## config.mk

```make
export PLATFORM = sky130hd
export DESIGN_NAME = vswitch_ctrl_bridge
export DESIGN_NICKNAME = d
export VERILOG_FILES = /design/src/axi_lite_pkg.sv /design/src/vswitch_pkg.sv /design/src/ctrl_write_fanout.sv /design/src/ctrl_read_select.sv /design/src/vswitch_ctrl_bridge.sv
export SDC_FILE = /design/constraint.sdc
export NUM_CORES = 1
export LEC_CHECK = 0
export BUFFER_PORTS_ARGS = -buffer_cell sky130_fd_sc_hd__buf_2
export CAP_MARGIN = 15
export CORE_AREA = 3 3 280 282
export DETAILED_ROUTE_END_ITERATION = 8
export DIE_AREA = 0 0 283 285
export PLACE_DENSITY = 0.37
export SYNTH_ARGS = -nofsm -noshare
export SYNTH_HDL_FRONTEND = slang
export SYNTH_SLANG_ARGS = --single-unit
```

## constraint.sdc

```tcl
create_clock -name M_AXI_ACLK -period 4.88 [get_ports M_AXI_ACLK]
set_clock_uncertainty 0.05 [all_clocks]
set_input_delay 0.976 -clock M_AXI_ACLK [delete_from_list [all_inputs] [get_ports M_AXI_ACLK]]
set_output_delay 0.976 -clock M_AXI_ACLK [all_outputs]
set_load 0.02 [all_outputs]
```

## src/axi_lite_pkg.sv

```systemverilog
// AXI4-Lite control bus widths and response codes shared by the bridge
package axi_lite_pkg;

    // Control address width, byte addressed
    localparam int ADDR_W = 32;

    // Control data width
    localparam int DATA_W = 32;

    // One strobe bit per data byte
    localparam int STRB_W = DATA_W / 8;

    // Width of BRESP and RRESP
    localparam int RESP_W = 2;

    // Normal access success
    // The bridge never reports SLVERR or DECERR
    localparam logic [RESP_W-1:0] RESP_OKAY = 2'b00;

endpackage

```

## src/vswitch_pkg.sv

```systemverilog
// Virtual switch count and the control address layout used to pick a switch
package vswitch_pkg;

    // Number of virtual switches behind the bridge
    localparam int NUM_SW = 4;

    // Bits needed to name one switch
    localparam int SEL_W = 2;

    // Register offset bits above the switch select
    localparam int OFFSET_W = axi_lite_pkg::ADDR_W - SEL_W;

    // Index of one virtual switch
    typedef logic [SEL_W-1:0] sw_idx_t;

    // Select and offset view of the control address
    // Select sits in the two low address bits
    typedef struct packed {
        logic [OFFSET_W-1:0] offset;
        sw_idx_t             sel;
    } ctrl_addr_fields_t;

    // One control address, read two ways
    // Flat word goes out to the switches unchanged
    // Field view is decoded by the read router
    typedef union packed {
        logic [axi_lite_pkg::ADDR_W-1:0] flat;
        ctrl_addr_fields_t               fields;
    } ctrl_addr_u;

endpackage

```

## src/ctrl_write_fanout.sv

```systemverilog
// Write channel of the bridge: accepts a broadcast write and returns its response
`timescale 1ns/1ps

module ctrl_write_fanout (
    input  logic                               M_AXI_ACLK,
    input  logic                               M_AXI_ARESETN,
    // Master write address and data valids
    input  logic                               awvalid,
    input  logic                               wvalid,
    // Master ready for the write response
    input  logic                               bready,
    // Per switch ready for address and data
    input  logic [vswitch_pkg::NUM_SW-1:0]     sw_awready,
    input  logic [vswitch_pkg::NUM_SW-1:0]     sw_wready,
    // Handshake and response back to the master
    output logic                               awready,
    output logic                               wready,
    output logic                               bvalid,
    output logic [axi_lite_pkg::RESP_W-1:0]    bresp
);

    import axi_lite_pkg::*;

    // Any switch ready on each channel
    logic any_awready;
    logic any_wready;

    // Single cycle accept pulse for address and data together
    logic accept_q;

    // Request for a new accept pulse
    logic accept_req;

    // Handshake seen by the master on this edge
    logic wr_xfer;

    assign any_awready = |sw_awready;
    assign any_wready  = |sw_wready;

    // Both halves of the write must be offered
    // No new write while a response is pending
    // Pulse never lasts two cycles
    assign accept_req = awvalid && wvalid && any_awready && any_wready
                        && !bvalid && !accept_q;

    // Address and data are accepted on the same edge
    assign wr_xfer = accept_q && awvalid && wvalid;

    assign awready = accept_q;
    assign wready  = accept_q;

    // Accept pulse and response valid
    always_ff @(posedge M_AXI_ACLK)
    begin
        if (!M_AXI_ARESETN)
        begin
            accept_q <= 1'b0;
            bvalid   <= 1'b0;
        end
        else
        begin
            accept_q <= accept_req;

            // Response follows the handshake by one edge
            // and waits for the master to take it
            if (wr_xfer)
            begin
                bvalid <= 1'b1;
            end
            else if (bvalid && bready)
            begin
                bvalid <= 1'b0;
            end
        end
    end

    // Response code, loaded with the handshake
    always_ff @(posedge M_AXI_ACLK)
    begin
        if (wr_xfer)
        begin
            // Switch responses are not merged, always OKAY
            bresp <= RESP_OKAY;
        end
    end

endmodule

```

## src/ctrl_read_select.sv

```systemverilog
// Read channel of the bridge: routes a read to one switch and returns its data
`timescale 1ns/1ps

module ctrl_read_select (
    input  logic                                   M_AXI_ACLK,
    input  logic                                   M_AXI_ARESETN,
    // Master read address channel
    input  vswitch_pkg::ctrl_addr_u                araddr,
    input  logic                                   arvalid,
    // Master ready for read data
    input  logic                                   rready,
    // Per switch read channel inputs
    input  logic [vswitch_pkg::NUM_SW-1:0]         sw_arready,
    input  logic [vswitch_pkg::NUM_SW-1:0]         sw_rvalid,
    input  logic [vswitch_pkg::NUM_SW-1:0][axi_lite_pkg::DATA_W-1:0] sw_rdata,
    // Master side handshake and returned data
    output logic                                   arready,
    output logic                                   rvalid,
    output logic [axi_lite_pkg::DATA_W-1:0]        rdata,
    output logic [axi_lite_pkg::RESP_W-1:0]        rresp,
    // Per switch read channel outputs
    output logic [vswitch_pkg::NUM_SW-1:0]         sw_arvalid,
    output logic [vswitch_pkg::NUM_SW-1:0]         sw_rready
);

    import axi_lite_pkg::*;
    import vswitch_pkg::*;

    // Switch named by the incoming address
    sw_idx_t ar_sel;

    // Switch that owns the read in flight
    sw_idx_t sel_q;

    // Read accepted and not yet returned to the master
    logic rd_busy;

    // Switch accepted the address on this edge
    logic ar_accept;

    // Selected switch hands over its data on this edge
    logic r_capture;

    assign ar_sel = araddr.fields.sel;

    // Steer arvalid to the addressed switch only
    // Held off while a read is in flight
    always_comb
    begin
        for (int i = 0; i < NUM_SW; i++)
        begin
            sw_arvalid[i] = arvalid && !rd_busy && (ar_sel == sw_idx_t'(i));
        end
    end

    // Switch side address transfer
    assign ar_accept = |(sw_arvalid & sw_arready);

    // Ready to the owning switch while the return register is empty
    // Kept low during the master's arready cycle so data never beats the address
    always_comb
    begin
        for (int i = 0; i < NUM_SW; i++)
        begin
            sw_rready[i] = rd_busy && !arready && !rvalid && (sel_q == sw_idx_t'(i));
        end
    end

    assign r_capture = |(sw_rvalid & sw_rready);

    // Read tracking and master side valids
    always_ff @(posedge M_AXI_ACLK)
    begin
        if (!M_AXI_ARESETN)
        begin
            arready <= 1'b0;
            rd_busy <= 1'b0;
            rvalid  <= 1'b0;
        end
        else
        begin
            // One cycle pulse, rd_busy blocks a repeat
            arready <= ar_accept;

            if (ar_accept)
            begin
                rd_busy <= 1'b1;
            end
            else if (rvalid && rready)
            begin
                rd_busy <= 1'b0;
            end

            // Hold data until the master takes it
            if (r_capture)
            begin
                rvalid <= 1'b1;
            end
            else if (rready)
            begin
                rvalid <= 1'b0;
            end
        end
    end

    // Select latch and return data register
    always_ff @(posedge M_AXI_ACLK)
    begin
        if (ar_accept)
        begin
            sel_q <= ar_sel;
        end
        if (r_capture)
        begin
            rdata <= sw_rdata[sel_q];
            // Switch rresp is not forwarded
            rresp <= RESP_OKAY;
        end
    end

endmodule

```

## src/vswitch_ctrl_bridge.sv

```systemverilog
// Control bridge from one AXI4-Lite master to four virtual switch register blocks
`timescale 1ns/1ps

module vswitch_ctrl_bridge (
    input  logic                                 M_AXI_ACLK,
    input  logic                                 M_AXI_ARESETN,
    // Master write channels
    input  logic [axi_lite_pkg::ADDR_W-1:0]      M_AXI_AWADDR,
    input  logic                                 M_AXI_AWVALID,
    input  logic [axi_lite_pkg::DATA_W-1:0]      M_AXI_WDATA,
    input  logic [axi_lite_pkg::STRB_W-1:0]      M_AXI_WSTRB,
    input  logic                                 M_AXI_WVALID,
    input  logic                                 M_AXI_BREADY,
    output logic                                 M_AXI_AWREADY,
    output logic                                 M_AXI_WREADY,
    output logic [axi_lite_pkg::RESP_W-1:0]      M_AXI_BRESP,
    output logic                                 M_AXI_BVALID,
    // Master read channels
    input  logic [axi_lite_pkg::ADDR_W-1:0]      M_AXI_ARADDR,
    input  logic                                 M_AXI_ARVALID,
    input  logic                                 M_AXI_RREADY,
    output logic                                 M_AXI_ARREADY,
    output logic [axi_lite_pkg::DATA_W-1:0]      M_AXI_RDATA,
    output logic [axi_lite_pkg::RESP_W-1:0]      M_AXI_RRESP,
    output logic                                 M_AXI_RVALID,
    // Switch ports, one slice per switch
    output logic [vswitch_pkg::NUM_SW-1:0][axi_lite_pkg::ADDR_W-1:0] S_AXI_AWADDR,
    output logic [vswitch_pkg::NUM_SW-1:0]                           S_AXI_AWVALID,
    output logic [vswitch_pkg::NUM_SW-1:0][axi_lite_pkg::DATA_W-1:0] S_AXI_WDATA,
    output logic [vswitch_pkg::NUM_SW-1:0][axi_lite_pkg::STRB_W-1:0] S_AXI_WSTRB,
    output logic [vswitch_pkg::NUM_SW-1:0]                           S_AXI_WVALID,
    output logic [vswitch_pkg::NUM_SW-1:0]                           S_AXI_BREADY,
    output logic [vswitch_pkg::NUM_SW-1:0][axi_lite_pkg::ADDR_W-1:0] S_AXI_ARADDR,
    output logic [vswitch_pkg::NUM_SW-1:0]                           S_AXI_ARVALID,
    output logic [vswitch_pkg::NUM_SW-1:0]                           S_AXI_RREADY,
    input  logic [vswitch_pkg::NUM_SW-1:0]                           S_AXI_ARREADY,
    input  logic [vswitch_pkg::NUM_SW-1:0][axi_lite_pkg::DATA_W-1:0] S_AXI_RDATA,
    input  logic [vswitch_pkg::NUM_SW-1:0][axi_lite_pkg::RESP_W-1:0] S_AXI_RRESP,
    input  logic [vswitch_pkg::NUM_SW-1:0]                           S_AXI_RVALID,
    input  logic [vswitch_pkg::NUM_SW-1:0]                           S_AXI_WREADY,
    input  logic [vswitch_pkg::NUM_SW-1:0][axi_lite_pkg::RESP_W-1:0] S_AXI_BRESP,
    input  logic [vswitch_pkg::NUM_SW-1:0]                           S_AXI_BVALID,
    input  logic [vswitch_pkg::NUM_SW-1:0]                           S_AXI_AWREADY
);

    import vswitch_pkg::*;

    // Read address seen through the select and offset view
    ctrl_addr_u rd_addr;

    assign rd_addr.flat = M_AXI_ARADDR;

    // Write channels go to every switch unchanged
    assign S_AXI_AWADDR  = {NUM_SW{M_AXI_AWADDR}};
    assign S_AXI_AWVALID = {NUM_SW{M_AXI_AWVALID}};
    assign S_AXI_WDATA   = {NUM_SW{M_AXI_WDATA}};
    assign S_AXI_WSTRB   = {NUM_SW{M_AXI_WSTRB}};
    assign S_AXI_WVALID  = {NUM_SW{M_AXI_WVALID}};
    assign S_AXI_BREADY  = {NUM_SW{M_AXI_BREADY}};

    // Read address is broadcast, arvalid decides who answers
    assign S_AXI_ARADDR  = {NUM_SW{rd_addr.flat}};

    // S_AXI_BRESP, S_AXI_BVALID and S_AXI_RRESP stay unconnected
    // Bridge answers OKAY on its own

    // Write accept and response
    ctrl_write_fanout i_write (
        .M_AXI_ACLK    (M_AXI_ACLK),
        .M_AXI_ARESETN (M_AXI_ARESETN),
        .awvalid       (M_AXI_AWVALID),
        .wvalid        (M_AXI_WVALID),
        .bready        (M_AXI_BREADY),
        .sw_awready    (S_AXI_AWREADY),
        .sw_wready     (S_AXI_WREADY),
        .awready       (M_AXI_AWREADY),
        .wready        (M_AXI_WREADY),
        .bvalid        (M_AXI_BVALID),
        .bresp         (M_AXI_BRESP)
    );

    // Read routing and return register
    ctrl_read_select i_read (
        .M_AXI_ACLK    (M_AXI_ACLK),
        .M_AXI_ARESETN (M_AXI_ARESETN),
        .araddr        (rd_addr),
        .arvalid       (M_AXI_ARVALID),
        .rready        (M_AXI_RREADY),
        .sw_arready    (S_AXI_ARREADY),
        .sw_rvalid     (S_AXI_RVALID),
        .sw_rdata      (S_AXI_RDATA),
        .arready       (M_AXI_ARREADY),
        .rvalid        (M_AXI_RVALID),
        .rdata         (M_AXI_RDATA),
        .rresp         (M_AXI_RRESP),
        .sw_arvalid    (S_AXI_ARVALID),
        .sw_rready     (S_AXI_RREADY)
    );

endmodule

```

==> impl_metrics.toml <==
[setup_path]
critPathCaptureType = "output pin"
startpoint_type = "input pin"
cp.buffers_inverters = 2
ff2ff_setup_slack_ns = 2.71
crit_fanout = 7
crit_type = "in2out"
rr_worst_depth = 2
cp_top_family = "simple AND/OR/NAND/NOR gates"
worstReg2RegEnd = "i_read.rdata[0]"
crit_slowest_cell = "or3b_2"
cpPeakStageDelay_ns = 0.51
reg2reg_from = "i_read.sel_q[1]"
path_cells = "buf_2 > or3b_2 > nor2_1 > buf_2"
critical_path.startpoint = "M_AXI_ARADDR[1]"
cpMostUsedCell = "buf_2"
worstPathArrival_ns = 1.92
cp.required_ns = 3.85

[sta]
period_needed_ns = 2.947
final_max_slew_viol_count = 0
max_slew_margin = 0.4109
setup_viol = 0
rsz0062_at_grt = "false"
fin_tns_setup_ns = 0
finalHoldViolations = 0
fmax_mhz = 339.3
fin_crit_sh = 0.6039
tightest_slew_ns = 0.8837
hold_ws_ns = 0.4545

[drt]
final_antenna_net_count = 0
wirelength_um = 17530
drc = 0
wl_per_cell_um = 12.81
post_drt_via_cell_ratio = 1.828
dr.first_iter.drc_count = 87
route.vias.total = 2502
dr.pass1.iters = 4

[yosys]
synth_top_family_by_area = "buffers and inverters"
synth_top_area_cell = "buf_4"
synth.avg_cell_area_um2 = 9.898
synth-seq-cells = 39
synth_fa_ha_area_frac = 0
ys_seq_area_frac = 0.2141
synth.area.top_cells = "buf_4 60%, edfxtp_1 19%, mux4_2 13%"
ys_async_sr_fraction = 0
synth_enable_flop_cells = 34
synthCells = 529
ys_types = 29
synth_area_um2 = 5236
yosysWarnings = 0
synth_top_area_frac = 0.5978
synth_compound_area_frac = 0.006930
synthFlopType = "edfxtp_1"
synth_xor_area_frac = 0
synth.mux.area_fraction = 0.1472
synthSimpleGateAreaFrac = 0.02437

[worst_hold_path]
hp-class = "reg2reg"
worstHoldPathCells = 2
min_from = "i_write.bvalid"
holdPathEnd = "i_write.bvalid"

[floorplanning]
die_area_um2 = 80660
core-area_um2 = 75950
die_h_um = 285
io_pins = 732
initial_core_util = 0.06894
rows = 101
die_w_um = 283

[clock_network]
cts_tree = "yes"
post_cts.repair.setup_buffers = 0
cts-root-buf = "clkbuf_16"
cts_made_buffers = 5
cts.reportedPaths.clkPinSlew_ns = 0.05
cts_sinks = 39
cts.repair.resized = 0
clock_latency_ns = 0.29
htree_levels = 2
ctsHoldBuffers = 0
clockBufferDepth = 2

[global_routing]
antenna_found_initial = 1
overflow = 0
grtUsageTotal = 0.03990
grt_pass1_wl_um = 22890
grt_pass1_vias = 2759
grt_max_degree = 34

[layout]
area_delta_synth_final_pct = -11.52
utilization = 0.06100
layout_common_cells = "217 x buf_2, 34 x edfxtp_1, 31 x mux4_2"
final_cells = 1369
final_common_cell = "buf_2"
fin_nets = 608
layout-drive-gt1-share = 0.7722

[place]
post-place-cells = 1360
gp_congestion = 0.9676
port_buffers = 217
dp_hpwl_um = 15630

[job]
drv_cap = 0

[run_status]
status = "complete, no violations"

[power_and_ir_drop]
p_per_area_nw_per_um2 = 199.9
ir_worst_vdd_mv = 0.1062
p_leak_nw = 1.621
-- synth_stat cells (all sizes together) (2+ instances only) --
| master | n |
|---|---|
| nor4 | 2 |
| clkbuf | 2 |
| edfxtp | 34 |
| dfxtp | 5 |
| a21boi | 2 |
| mux4 | 33 |
| buf | 423 |
| and2 | 2 |
| nand2 | 2 |
| nor3b | 2 |
| o21a | 2 |
| nor2 | 7 |
| mux2i | 2 |
-- sequential cells by signal (all words and copies together), names as in the netlist --
name	flops
i_read.rvalid	1
i_read.sel_q	2
i_read.rd_busy	1
i_read.rdata	32
i_read.arready	1
i_write.awready	1
i_write.bvalid	1
-- power breakdown --
| part | leakage (nW) | internal (mW) | switching [mW] |
|---|---|---|---|
| logic | 1.21 | 0.110 | 0.109 |
| clock network | 0.0652 | 0.190 | 0.124 |
| registers | 0.350 | 0.384 | 0.00928 |
-- tightest hold or removal path, cell delays in order, from the launching register on --
cell and delay (ns):
dfxtp_1 0.32, nand2b_1 0.07, a21boi_0 0.07
-- per-stage QoR --
stage	power (mW)	setup WS, ns	cell area (um2)
2_1_floorplan	0.9883	2.121	5248
5_1_grt	0.9730	1.879	4633
3_3_place_gp	0.6235	1.914	4494
4_1_cts	0.9490	1.930	4631
3_5_place_dp	0.6228	1.933	4494
6_report	0.9263	1.933	4633
-- layer usage --
| layer | routed length [um] | GRT usage | vias up |
|---|---|---|---|
| met4 | 1481 | 0.03456 | 0 |
| met1 | 3252 | 0.02145 | 991 |
| met2 | 8676 | 0.07225 | 457 |
| met5 | 0 | 0 | - |
| li1 | - | - | 929 |
| met3 | 4120 | 0.03661 | 125 |
-- final cells by class --
cell class              count  area, um2
diodes                      1      2.502
clock buffers               8      136.4
fillers                  8890      71320
inverters                   1      3.754
multi-input cells          67      949.7
flip-flops and latches     39       1121
well taps                1030       1289
repair buffers            223       1131
-- cells by family after synthesis --
logic type | after synthesis
compound gates | 5
simple gates | 23
buf+inv | 426
flops | 39
mux | 35
other cells | 1
-- how the worst max path moves through the flow --
stage,end,depth (start not counted)
2_1_floorplan,S_AXI_ARVALID[0],2
3_3_place_gp,S_AXI_ARVALID[1],4
3_5_place_dp,S_AXI_ARVALID[0],4
4_1_cts,S_AXI_ARVALID[0],4
5_1_grt,S_AXI_ARVALID[0],4
6_report,S_AXI_ARVALID[0],4
No activity file was read; power rests on OpenSTA's default activity.
